$ cat src/mipsPkg.sv
package mipsPkg;

	//////////////////////////////
	// basic types
	//////////////////////////////

	localparam int RegCount = 32;                 // architectural registers

	typedef logic [31:0] word_t;                  // data / address word
	typedef logic [4:0]  regAddr_t;               // register number

	//////////////////////////////
	// instruction encodings
	//////////////////////////////

	typedef enum logic [5:0] {
		OpRType = 6'h00,                          // add sub and or slt
		OpBeq   = 6'h04,
		OpAddi  = 6'h08,
		OpLw    = 6'h23,
		OpSw    = 6'h2b
	} opcode_t;

	typedef enum logic [5:0] {
		FnAdd = 6'h20,
		FnSub = 6'h22,
		FnAnd = 6'h24,
		FnOr  = 6'h25,
		FnSlt = 6'h2a
	} funct_t;

	typedef enum logic [2:0] {
		AluAdd = 3'd0,                            // also the idle value
		AluSub = 3'd1,                            // beq compare too
		AluAnd = 3'd2,
		AluOr  = 3'd3,
		AluSlt = 3'd4                             // signed
	} aluOp_t;

	typedef enum logic [1:0] {
		FwdReg = 2'b00,                           // value read in decode
		FwdMem = 2'b01,                           // alu result in memory stage
		FwdWb  = 2'b10                            // result in writeback
	} fwdSel_t;

	//////////////////////////////
	// control and stage registers
	//////////////////////////////

	typedef struct packed {
		logic   regWrite;                         // writes rd/rt at writeback
		logic   memToReg;                         // result from data memory
		logic   memWrite;                         // store
		logic   branch;                           // beq
		logic   aluSrc;                           // b operand is the immediate
		logic   regDst;                           // destination rd, else rt
		aluOp_t aluOp;
	} ctrl_t;

	typedef struct packed {
		ctrl_t    ctrl;
		word_t    pcPlus4;                        // for the branch target
		word_t    rsVal;
		word_t    rtVal;
		word_t    imm;                            // sign extended
		regAddr_t rs;
		regAddr_t rt;
		regAddr_t rd;
	} idEx_t;

	typedef struct packed {
		ctrl_t    ctrl;
		word_t    aluResult;                      // also the memory address
		word_t    storeData;
		regAddr_t writeReg;
		word_t    branchTarget;
		logic     zero;                           // operands equal
	} exMem_t;

	typedef struct packed {
		logic     regWrite;
		regAddr_t writeReg;
		word_t    result;                         // load data or alu result
	} memWb_t;

endpackage

$ cat src/mipsDecoder.sv
`timescale 1ns/1ns

module mipsDecoder (
	input  mipsPkg::opcode_t opcode_i,            // instr[31:26]
	input  mipsPkg::funct_t  funct_i,             // instr[5:0]
	output mipsPkg::ctrl_t   ctrl_o
);
	import mipsPkg::*;

	ctrl_t ctrl;

	// funct decode for the R-type group
	always_comb begin
		ctrl = '0;                                // unknown -> no effect
		case (opcode_i)
			OpRType: begin
				ctrl.regWrite = 1'b1;
				ctrl.regDst   = 1'b1;             // writes rd
				case (funct_i)
					FnAdd: ctrl.aluOp = AluAdd;
					FnSub: ctrl.aluOp = AluSub;
					FnAnd: ctrl.aluOp = AluAnd;
					FnOr:  ctrl.aluOp = AluOr;
					FnSlt: ctrl.aluOp = AluSlt;
					default: begin
						ctrl = '0;                // also covers the all-zero nop
					end
				endcase
			end
			OpAddi: begin
				ctrl.regWrite = 1'b1;             // writes rt
				ctrl.aluSrc   = 1'b1;
				ctrl.aluOp    = AluAdd;
			end
			OpLw: begin
				ctrl.regWrite = 1'b1;
				ctrl.memToReg = 1'b1;
				ctrl.aluSrc   = 1'b1;             // base + offset
				ctrl.aluOp    = AluAdd;
			end
			OpSw: begin
				ctrl.memWrite = 1'b1;
				ctrl.aluSrc   = 1'b1;             // base + offset
				ctrl.aluOp    = AluAdd;
			end
			OpBeq: begin
				ctrl.branch = 1'b1;
				ctrl.aluOp  = AluSub;             // zero flag -> equal
			end
			default: begin
				ctrl = '0;
			end
		endcase
	end

	assign ctrl_o = ctrl;

endmodule

$ cat src/regFile.sv
`timescale 1ns/1ns

module regFile (
	input  logic              clk,
	input  logic              rstN_i,
	input  mipsPkg::regAddr_t raddrA_i,           // rs
	input  mipsPkg::regAddr_t raddrB_i,           // rt
	output mipsPkg::word_t    rdataA_o,
	output mipsPkg::word_t    rdataB_o,
	input  logic              we_i,               // from writeback
	input  mipsPkg::regAddr_t waddr_i,
	input  mipsPkg::word_t    wdata_i
);
	import mipsPkg::*;

	word_t regs [RegCount];

	// r0 reads zero, same-cycle write is passed through
	function automatic word_t readPort(regAddr_t addr);
		word_t val;
		if (addr == '0) val = '0;
		else if (we_i && (waddr_i == addr)) val = wdata_i;
		else val = regs[addr];
		return val;
	endfunction

	always_ff @(posedge clk or negedge rstN_i) begin
		if (!rstN_i) begin
			for (int i = 0; i < RegCount; i++) regs[i] <= '0;
		end else if (we_i && (waddr_i != '0)) begin
			regs[waddr_i] <= wdata_i;             // r0 write dropped
		end
	end

	always_comb begin
		rdataA_o = readPort(raddrA_i);
		rdataB_o = readPort(raddrB_i);
	end

endmodule

$ cat src/hazardUnit.sv
`timescale 1ns/1ns

module hazardUnit (
	// decode
	input  mipsPkg::regAddr_t rsD_i,
	input  mipsPkg::regAddr_t rtD_i,
	// execute
	input  mipsPkg::regAddr_t rsE_i,
	input  mipsPkg::regAddr_t rtE_i,
	input  mipsPkg::regAddr_t writeRegE_i,
	input  logic              memToRegE_i,        // lw in execute
	// memory
	input  mipsPkg::regAddr_t writeRegM_i,
	input  logic              regWriteM_i,
	input  logic              branchTakenM_i,
	// writeback
	input  mipsPkg::regAddr_t writeRegW_i,
	input  logic              regWriteW_i,
	// control out
	output logic              stallF_o,
	output logic              stallD_o,
	output logic              flushD_o,
	output logic              flushE_o,
	output logic              flushM_o,
	output mipsPkg::fwdSel_t  forwardA_o,
	output mipsPkg::fwdSel_t  forwardB_o
);
	import mipsPkg::*;

	logic loadUse;

	// newest producer wins, r0 never forwarded
	function automatic fwdSel_t pickSource(regAddr_t src);
		fwdSel_t sel;
		sel = FwdReg;
		if (src != '0) begin
			if (regWriteM_i && (writeRegM_i == src)) sel = FwdMem;
			else if (regWriteW_i && (writeRegW_i == src)) sel = FwdWb;
		end
		return sel;
	endfunction

	always_comb begin
		forwardA_o = pickSource(rsE_i);
		forwardB_o = pickSource(rtE_i);
	end

	//////////////////////////////
	// stall and flush
	//////////////////////////////

	assign loadUse = memToRegE_i && (writeRegE_i != '0) &&
		((writeRegE_i == rsD_i) || (writeRegE_i == rtD_i));    // lw result not ready yet

	assign stallF_o = loadUse && !branchTakenM_i;              // taken branch overrides
	assign stallD_o = loadUse && !branchTakenM_i;
	assign flushD_o = branchTakenM_i;                          // kills fetch slot
	assign flushE_o = branchTakenM_i || loadUse;               // bubble on stall
	assign flushM_o = branchTakenM_i;

endmodule

$ cat src/mipsAlu.sv
`timescale 1ns/1ns

module mipsAlu (
	input  mipsPkg::word_t  a_i,                  // rs after forwarding
	input  mipsPkg::word_t  b_i,                  // rt or immediate
	input  mipsPkg::aluOp_t op_i,
	output mipsPkg::word_t  result_o,
	output logic            zero_o                // feeds beq
);
	import mipsPkg::*;

	word_t sum;
	word_t diff;
	logic  lessThan;

	assign sum      = a_i + b_i;
	assign diff     = a_i - b_i;
	assign lessThan = $signed(a_i) < $signed(b_i);   // slt is signed

	always_comb begin
		case (op_i)
			AluAdd:  result_o = sum;
			AluSub:  result_o = diff;
			AluAnd:  result_o = a_i & b_i;
			AluOr:   result_o = a_i | b_i;
			AluSlt:  result_o = {31'b0, lessThan};
			default: result_o = '0;
		endcase
	end

	assign zero_o = (result_o == '0);

endmodule

$ cat src/mipsCore.sv
`timescale 1ns/1ns

module mipsCore #(
	parameter mipsPkg::word_t ResetPc = 32'h0000_0000  // first fetch address
) (
	input  logic           clk,
	input  logic           rstN_i,
	// instruction fetch
	output mipsPkg::word_t pcF_o,
	input  mipsPkg::word_t instrF_i,
	// data memory, memory stage
	output mipsPkg::word_t memAddr_o,
	output mipsPkg::word_t memWData_o,
	output logic           memWe_o,               // one strobe per store
	input  mipsPkg::word_t memRData_i
);
	import mipsPkg::*;

	// hazard control
	logic    stallF, stallD;
	logic    flushD, flushE, flushM;
	fwdSel_t forwardA, forwardB;

	// fetch / decode
	word_t    pcF;
	word_t    pcPlus4F;
	word_t    instrD;
	word_t    pcPlus4D;
	regAddr_t rsD, rtD, rdD;
	word_t    immD;
	word_t    rsValD, rtValD;
	ctrl_t    ctrlD;

	// execute
	idEx_t    idEx;
	word_t    srcAE;
	word_t    rtFwdE;                             // also the store data
	word_t    srcBE;
	word_t    aluResultE;
	logic     zeroE;
	regAddr_t writeRegE;
	word_t    branchTargetE;

	// memory / writeback
	exMem_t   exMem;
	logic     branchTakenM;
	word_t    resultM;
	memWb_t   memWb;

	//////////////////////////////
	// fetch
	//////////////////////////////

	assign pcPlus4F = pcF + 32'd4;
	assign pcF_o    = pcF;

	always_ff @(posedge clk or negedge rstN_i) begin
		if (!rstN_i) pcF <= ResetPc;
		else if (branchTakenM) pcF <= exMem.branchTarget;    // redirect
		else if (!stallF) pcF <= pcPlus4F;
	end

	always_ff @(posedge clk or negedge rstN_i) begin
		if (!rstN_i) begin
			instrD   <= '0;
			pcPlus4D <= '0;
		end else if (flushD) begin
			instrD   <= '0;                       // all-zero decodes as nop
			pcPlus4D <= '0;
		end else if (!stallD) begin
			instrD   <= instrF_i;
			pcPlus4D <= pcPlus4F;
		end
	end

	//////////////////////////////
	// decode
	//////////////////////////////

	assign rsD  = instrD[25:21];
	assign rtD  = instrD[20:16];
	assign rdD  = instrD[15:11];
	assign immD = {{16{instrD[15]}}, instrD[15:0]};         // sign extend

	mipsDecoder decoder (
		.opcode_i (opcode_t'(instrD[31:26])),
		.funct_i  (funct_t'(instrD[5:0])),
		.ctrl_o   (ctrlD)
	);

	regFile rf (
		.clk      (clk),
		.rstN_i   (rstN_i),
		.raddrA_i (rsD),
		.raddrB_i (rtD),
		.rdataA_o (rsValD),
		.rdataB_o (rtValD),
		.we_i     (memWb.regWrite),
		.waddr_i  (memWb.writeReg),
		.wdata_i  (memWb.result)
	);

	always_ff @(posedge clk or negedge rstN_i) begin
		if (!rstN_i) idEx <= '0;
		else if (flushE) idEx <= '0;                          // bubble or squash
		else idEx <= '{ctrl: ctrlD, pcPlus4: pcPlus4D, rsVal: rsValD, rtVal: rtValD,
			imm: immD, rs: rsD, rt: rtD, rd: rdD};
	end

	//////////////////////////////
	// execute
	//////////////////////////////

	function automatic word_t fwdMux(fwdSel_t sel, word_t regVal);
		word_t val;
		case (sel)
			FwdMem:  val = exMem.aluResult;       // lw never here, stall covers it
			FwdWb:   val = memWb.result;
			default: val = regVal;
		endcase
		return val;
	endfunction

	always_comb begin
		srcAE  = fwdMux(forwardA, idEx.rsVal);
		rtFwdE = fwdMux(forwardB, idEx.rtVal);
	end

	assign srcBE         = idEx.ctrl.aluSrc ? idEx.imm : rtFwdE;
	assign writeRegE     = idEx.ctrl.regDst ? idEx.rd : idEx.rt;
	assign branchTargetE = idEx.pcPlus4 + {idEx.imm[29:0], 2'b00};   // word offset

	mipsAlu alu (
		.a_i      (srcAE),
		.b_i      (srcBE),
		.op_i     (idEx.ctrl.aluOp),
		.result_o (aluResultE),
		.zero_o   (zeroE)
	);

	always_ff @(posedge clk or negedge rstN_i) begin
		if (!rstN_i) exMem <= '0;
		else if (flushM) exMem <= '0;                         // squash on taken beq
		else exMem <= '{ctrl: idEx.ctrl, aluResult: aluResultE, storeData: rtFwdE,
			writeReg: writeRegE, branchTarget: branchTargetE, zero: zeroE};
	end

	//////////////////////////////
	// memory
	//////////////////////////////

	assign branchTakenM = exMem.ctrl.branch && exMem.zero;
	assign memAddr_o    = exMem.aluResult;
	assign memWData_o   = exMem.storeData;
	assign memWe_o      = exMem.ctrl.memWrite;
	assign resultM      = exMem.ctrl.memToReg ? memRData_i : exMem.aluResult;

	hazardUnit hazard (
		.rsD_i          (rsD),
		.rtD_i          (rtD),
		.rsE_i          (idEx.rs),
		.rtE_i          (idEx.rt),
		.writeRegE_i    (writeRegE),
		.memToRegE_i    (idEx.ctrl.memToReg),
		.writeRegM_i    (exMem.writeReg),
		.regWriteM_i    (exMem.ctrl.regWrite),
		.branchTakenM_i (branchTakenM),
		.writeRegW_i    (memWb.writeReg),
		.regWriteW_i    (memWb.regWrite),
		.stallF_o       (stallF),
		.stallD_o       (stallD),
		.flushD_o       (flushD),
		.flushE_o       (flushE),
		.flushM_o       (flushM),
		.forwardA_o     (forwardA),
		.forwardB_o     (forwardB)
	);

	//////////////////////////////
	// writeback
	//////////////////////////////

	always_ff @(posedge clk or negedge rstN_i) begin
		if (!rstN_i) memWb <= '0;
		else memWb <= '{regWrite: exMem.ctrl.regWrite, writeReg: exMem.writeReg,
			result: resultM};
	end

endmodule

$ cat config.mk
export PLATFORM = sky130hd
export DESIGN_NAME = mipsCore
export DESIGN_NICKNAME = d
export VERILOG_FILES = /design/src/mipsPkg.sv /design/src/mipsDecoder.sv /design/src/regFile.sv /design/src/hazardUnit.sv /design/src/mipsAlu.sv /design/src/mipsCore.sv
export SDC_FILE = /design/constraint.sdc
export NUM_CORES = 2
export LEC_CHECK = 0
export BUFFER_PORTS_ARGS = -buffer_cell sky130_fd_sc_hd__buf_2
export CORE_ASPECT_RATIO = 1.5
export CORE_MARGIN = 2
export CORE_UTILIZATION = 55
export DETAILED_ROUTE_END_ITERATION = 8
export GPL_ROUTABILITY_DRIVEN = 0
export GPL_TIMING_DRIVEN = 1
export HOLD_SLACK_MARGIN = 0.02
export PLACE_DENSITY = 0.71
export SLEW_MARGIN = 10
export SYNTH_ARGS = -nofsm -noshare
export SYNTH_HDL_FRONTEND = slang
export SYNTH_HIERARCHICAL = 1
export SYNTH_SLANG_ARGS = --single-unit
$ cat constraint.sdc
create_clock -name clk -period 14.22 [get_ports clk]
set_input_delay 2.133 -clock clk [delete_from_list [all_inputs] [get_ports clk]]
set_output_delay 2.133 -clock clk [all_outputs]
set_load 0.005 [all_outputs]
==> flow_summary.yaml <==
synth:
  yosysUniqueCellTypes: 103
  async_flop_share: 1.00
  synth_top_area_frac: 0.449
  synth_area_leader_cell: "dfrtp_1"
  synth_edf_count: 0
  netlist_top_cells_area: "dfrtp_1 45%, mux2_2 16%, mux4_2 13%, ha_1 2.2%, mux2i_1 2.0%"
  synth.yosys.seq_area_share: 0.449
  postSynthAreaPerCell_um2: 12.4
  syn_inst: 6260
  synth-seq-cells: 1395
  yosysWarnings: 6
  synth_area_mm2: 0.0777
  synth_fp_nets: 6468
  synthFlopType: "dfrtp_1"
setup_path:
  worst_setup_path_end_kind: "flip-flop"
  crit_required_ns: 14.93
  r2r_end: "exMem[0]$_DFF_PN0_"
  crit_fanout: 64
  reg2regPathDepth: 22
  reg2reg_slack_ns: 7.28
  r2r_start: "idEx[7]$_DFF_PN0_"
  start_kind: "flip-flop"
  critical_path_class: "flip-flop to flip-flop"
  arrival_ns: 7.65
sta:
  period_needed_ns: 6.94
  slew_viol_final: 0
  finalSetupTns_ns: 0
  max_slew.worst_pin.slew_ns: 1.28
  fmax_mhz: 144
  setup_viol: 0
  rsz0062_at_grt: "no"
  fin_crit_sh: 0.488
  slew_headroom: 0.148
  fin_skew_ns: 0.0340
  finalHoldViolations: 0
  fin_ws_ns: 7.28
pwr:
  power.density_mw_per_mm2: 110
  pwr-share-comb: 0.121
  p_clk_frac: 0.412
  p_sw_frac: 0.273
  p_leak_nw: 38.2
  power_frac_seq: 0.467
  intPower_mw: 6.69
  irDropWorstVdd_v: 0.000132
  p_sw_mw: 2.51
grt:
  gr-max-usage-layer: "met2"
  met3_usage: 0.0753
  grt_pass1_vias: 56422
  grt_usage: 0.345
  use_met1: 0.420
  grt_pass1_wl_mm: 371
  grt_use_met2: 0.554
  grt_overflow_total: 0
  grt_max_degree: 174
  antenna_found_initial: 11
clocking:
  tritoncts: "yes"
  clockBufferDepth: 3
  ctsHoldBuffers: 0
  cts_root_buffer: "clkbuf_16"
  clkLatencyLatePin_ns: 0.79
  cts_max_level: 4
  cts_buffers: 133
  cts_setup_buffers: 0
  cts.sinks: 1395
  clk_pin_slew_ns: 0.07
  cts_resized: 0
layout:
  final_cell_mix: "1382 x dfrtp_1, 1076 x mux2_2, 444 x mux4_2, 310 x nor2_1, 221 x nand2_1"
  layout_commonest_cell: "dfrtp_1"
  final_util: 0.598
  final_cells: 8033
  nNetsFinal: 6260
  nFillCells: 10964
  area_delta_synth_final_pct: 7.75
  drive_above_1_share: 0.350
detailed_routing:
  dr_total_vias: 55639
  via_per_inst: 6.93
  drc_errors: 0
  drtAntennaViolNets: 0
  wl_per_cell_um: 31.2
  wirelength_mm: 251
  dr.first_iter.drc_count: 6446
  drt_first_pass_iters: 6
placed_design:
  preCtsSetupSlack_ns: 7.60
  io_buffers: 162
  place_inst: 7787
  hpwl_mm: 155
floorplan:
  io_pins: 163
  die_w_um: 311
  die_y_um: 464
  core_region_area_mm2: 0.140
  initial_core_util: 0.555
  die_area_mm2: 0.144
  row_count: 168
min_path:
  hold_end: "rf/regs[1002]$_DFFE_PN0P_"
  min_from: "rf/regs[1002]$_DFFE_PN0P_"
  hold_depth: 0
  hp-class: "flip-flop to flip-flop"
run:
  max-cap-violations: 0
status:
  status: "completed"
how the worst max path moves through the flow:
stage / start / endpoint / slack (ns) / cells after the start
finish: idEx[7]$_DFF_PN0_ / exMem[0]$_DFF_PN0_ / 7.28 / 22
global route: memWb[36]$_DFF_PN0_ / exMem[0]$_DFF_PN0_ / 7.07 / 20
CTS: idEx[7]$_DFF_PN0_ / exMem[0]$_DFF_PN0_ / 7.58 / 22
detailed placement: idEx[7]$_DFF_PN0_ / exMem[0]$_DFF_PN0_ / 7.60 / 22
global placement: idEx[7]$_DFF_PN0_ / exMem[0]$_DFF_PN0_ / 7.67 / 22
floorplan: idEx[7]$_DFF_PN0_ / exMem[0]$_DFF_PN0_ / 8.84 / 23
state kept, by name, indices dropped and copies added (netlist names):
name        flops
rf/regs      1024
idEx          131
exMem          41
memWb          38
instrD         32
memAddr_o      32
memWData_o     32
pcF_o          32
pcPlus4D       32
memWe_o         1
stage by stage:
| stage | area, um^2 | hold slack (ns) | total power, mW |
|---|---|---|---|
| floorplan | 77700 | 0.373 | 5.02 |
| global placement | 79100 | 0.374 | 5.43 |
| detailed placement | 79100 | 0.380 | 5.45 |
| CTS | 83700 | 0.394 | 9.21 |
| global route | 83700 | 0.405 | 9.48 |
| finish | 83700 | 0.395 | 9.20 |
layer usage:
layer | part of all wire | wire length [um]
met1 | 0.35 | 88900
met5 | 0.00018 | 45
met2 | 0.47 | 118000
met4 | 0.079 | 19900
met3 | 0.094 | 23700
critical path, cell delays in order (launching register included):
cell	delay, ns
dfrtp_1	0.43
or4_4	0.56
nor2_4	0.10
nor2_1	0.05
and4_1	0.20
ha_2	0.31
buf_4	0.49
a21oi_1	0.16
o21ai_0	0.60
inv_1	0.14
ha_1	0.33
a211oi_1	0.44
o21a_1	0.26
o221ai_1	0.35
o211ai_1	0.54
a211oi_2	0.20
o21ai_1	0.28
o311a_1	0.23
mux2i_1	0.40
o211ai_1	0.17
nor4_1	0.26
and4b_1	0.23
nor2b_1	0.12
synthesized netlist by cell type (10+ instances only):
cell type	count
a211oi_1	42
a21o_1	21
a21oi_1	220
a221o_1	30
a221oi_1	34
a22oi_1	191
a31oi_1	24
and2_1	14
and3_1	21
buf_1	83
buf_2	113
buf_4	97
buf_6	21
clkbuf_1	320
dfrtp_1	1395
ha_1	139
inv_1	106
mux2_2	1076
mux2i_1	155
mux4_2	444
nand2_1	237
nand2b_1	19
nand3_1	61
nand4_1	26
nor2_1	327
nor2b_1	208
nor3_1	73
nor4_1	32
o211ai_1	34
o21a_1	21
o21ai_0	211
o21ai_1	15
o22ai_1	63
o31ai_1	10
or3_1	14
xnor2_1	84
xor2_1	43
cell families (layout without fill, tap and decap cells):
group                      Yosys count  after routing  synth area share
buffers and inverters              754            651            0.0463
xor gates and xnor gates           127            127            0.0143
and+or+nand+nor                   1120           1120            0.0723
adders and majority gates          142            142            0.0232
DFF                               1395           1395             0.449
AOI/OAI and AO/OA                 1039           1039            0.0890
other                                0              6                 0
muxes                             1683           1683             0.306
power groups by stage:
stage          registers, mW  logic, mW  clock network, mW
3_5_place_dp            4.36       1.09                  0
6_report                4.30       1.12               3.79
4_1_cts                 4.29       1.10               3.82
3_3_place_gp            4.36       1.08                  0
2_1_floorplan           4.27      0.743                  0
5_1_grt                 4.31       1.19               3.98
cell type report:
| cell class | count | area (um^2) | share of cell area |
|---|---|---|---|
| clock buffer | 193 | 3980 | 0.0476 |
| antenna | 6 | 15.0 | 0.000179 |
| timing repair buffer | 300 | 1950 | 0.0233 |
| clock inverter | 47 | 623 | 0.00744 |
| multi-input combinational | 4111 | 39500 | 0.471 |
| tap | 1870 | 2340 | 0.0279 |
| sequential | 1395 | 34900 | 0.417 |
| inverter | 111 | 422 | 0.00504 |
No activity file was read; power rests on OpenSTA's default activity.
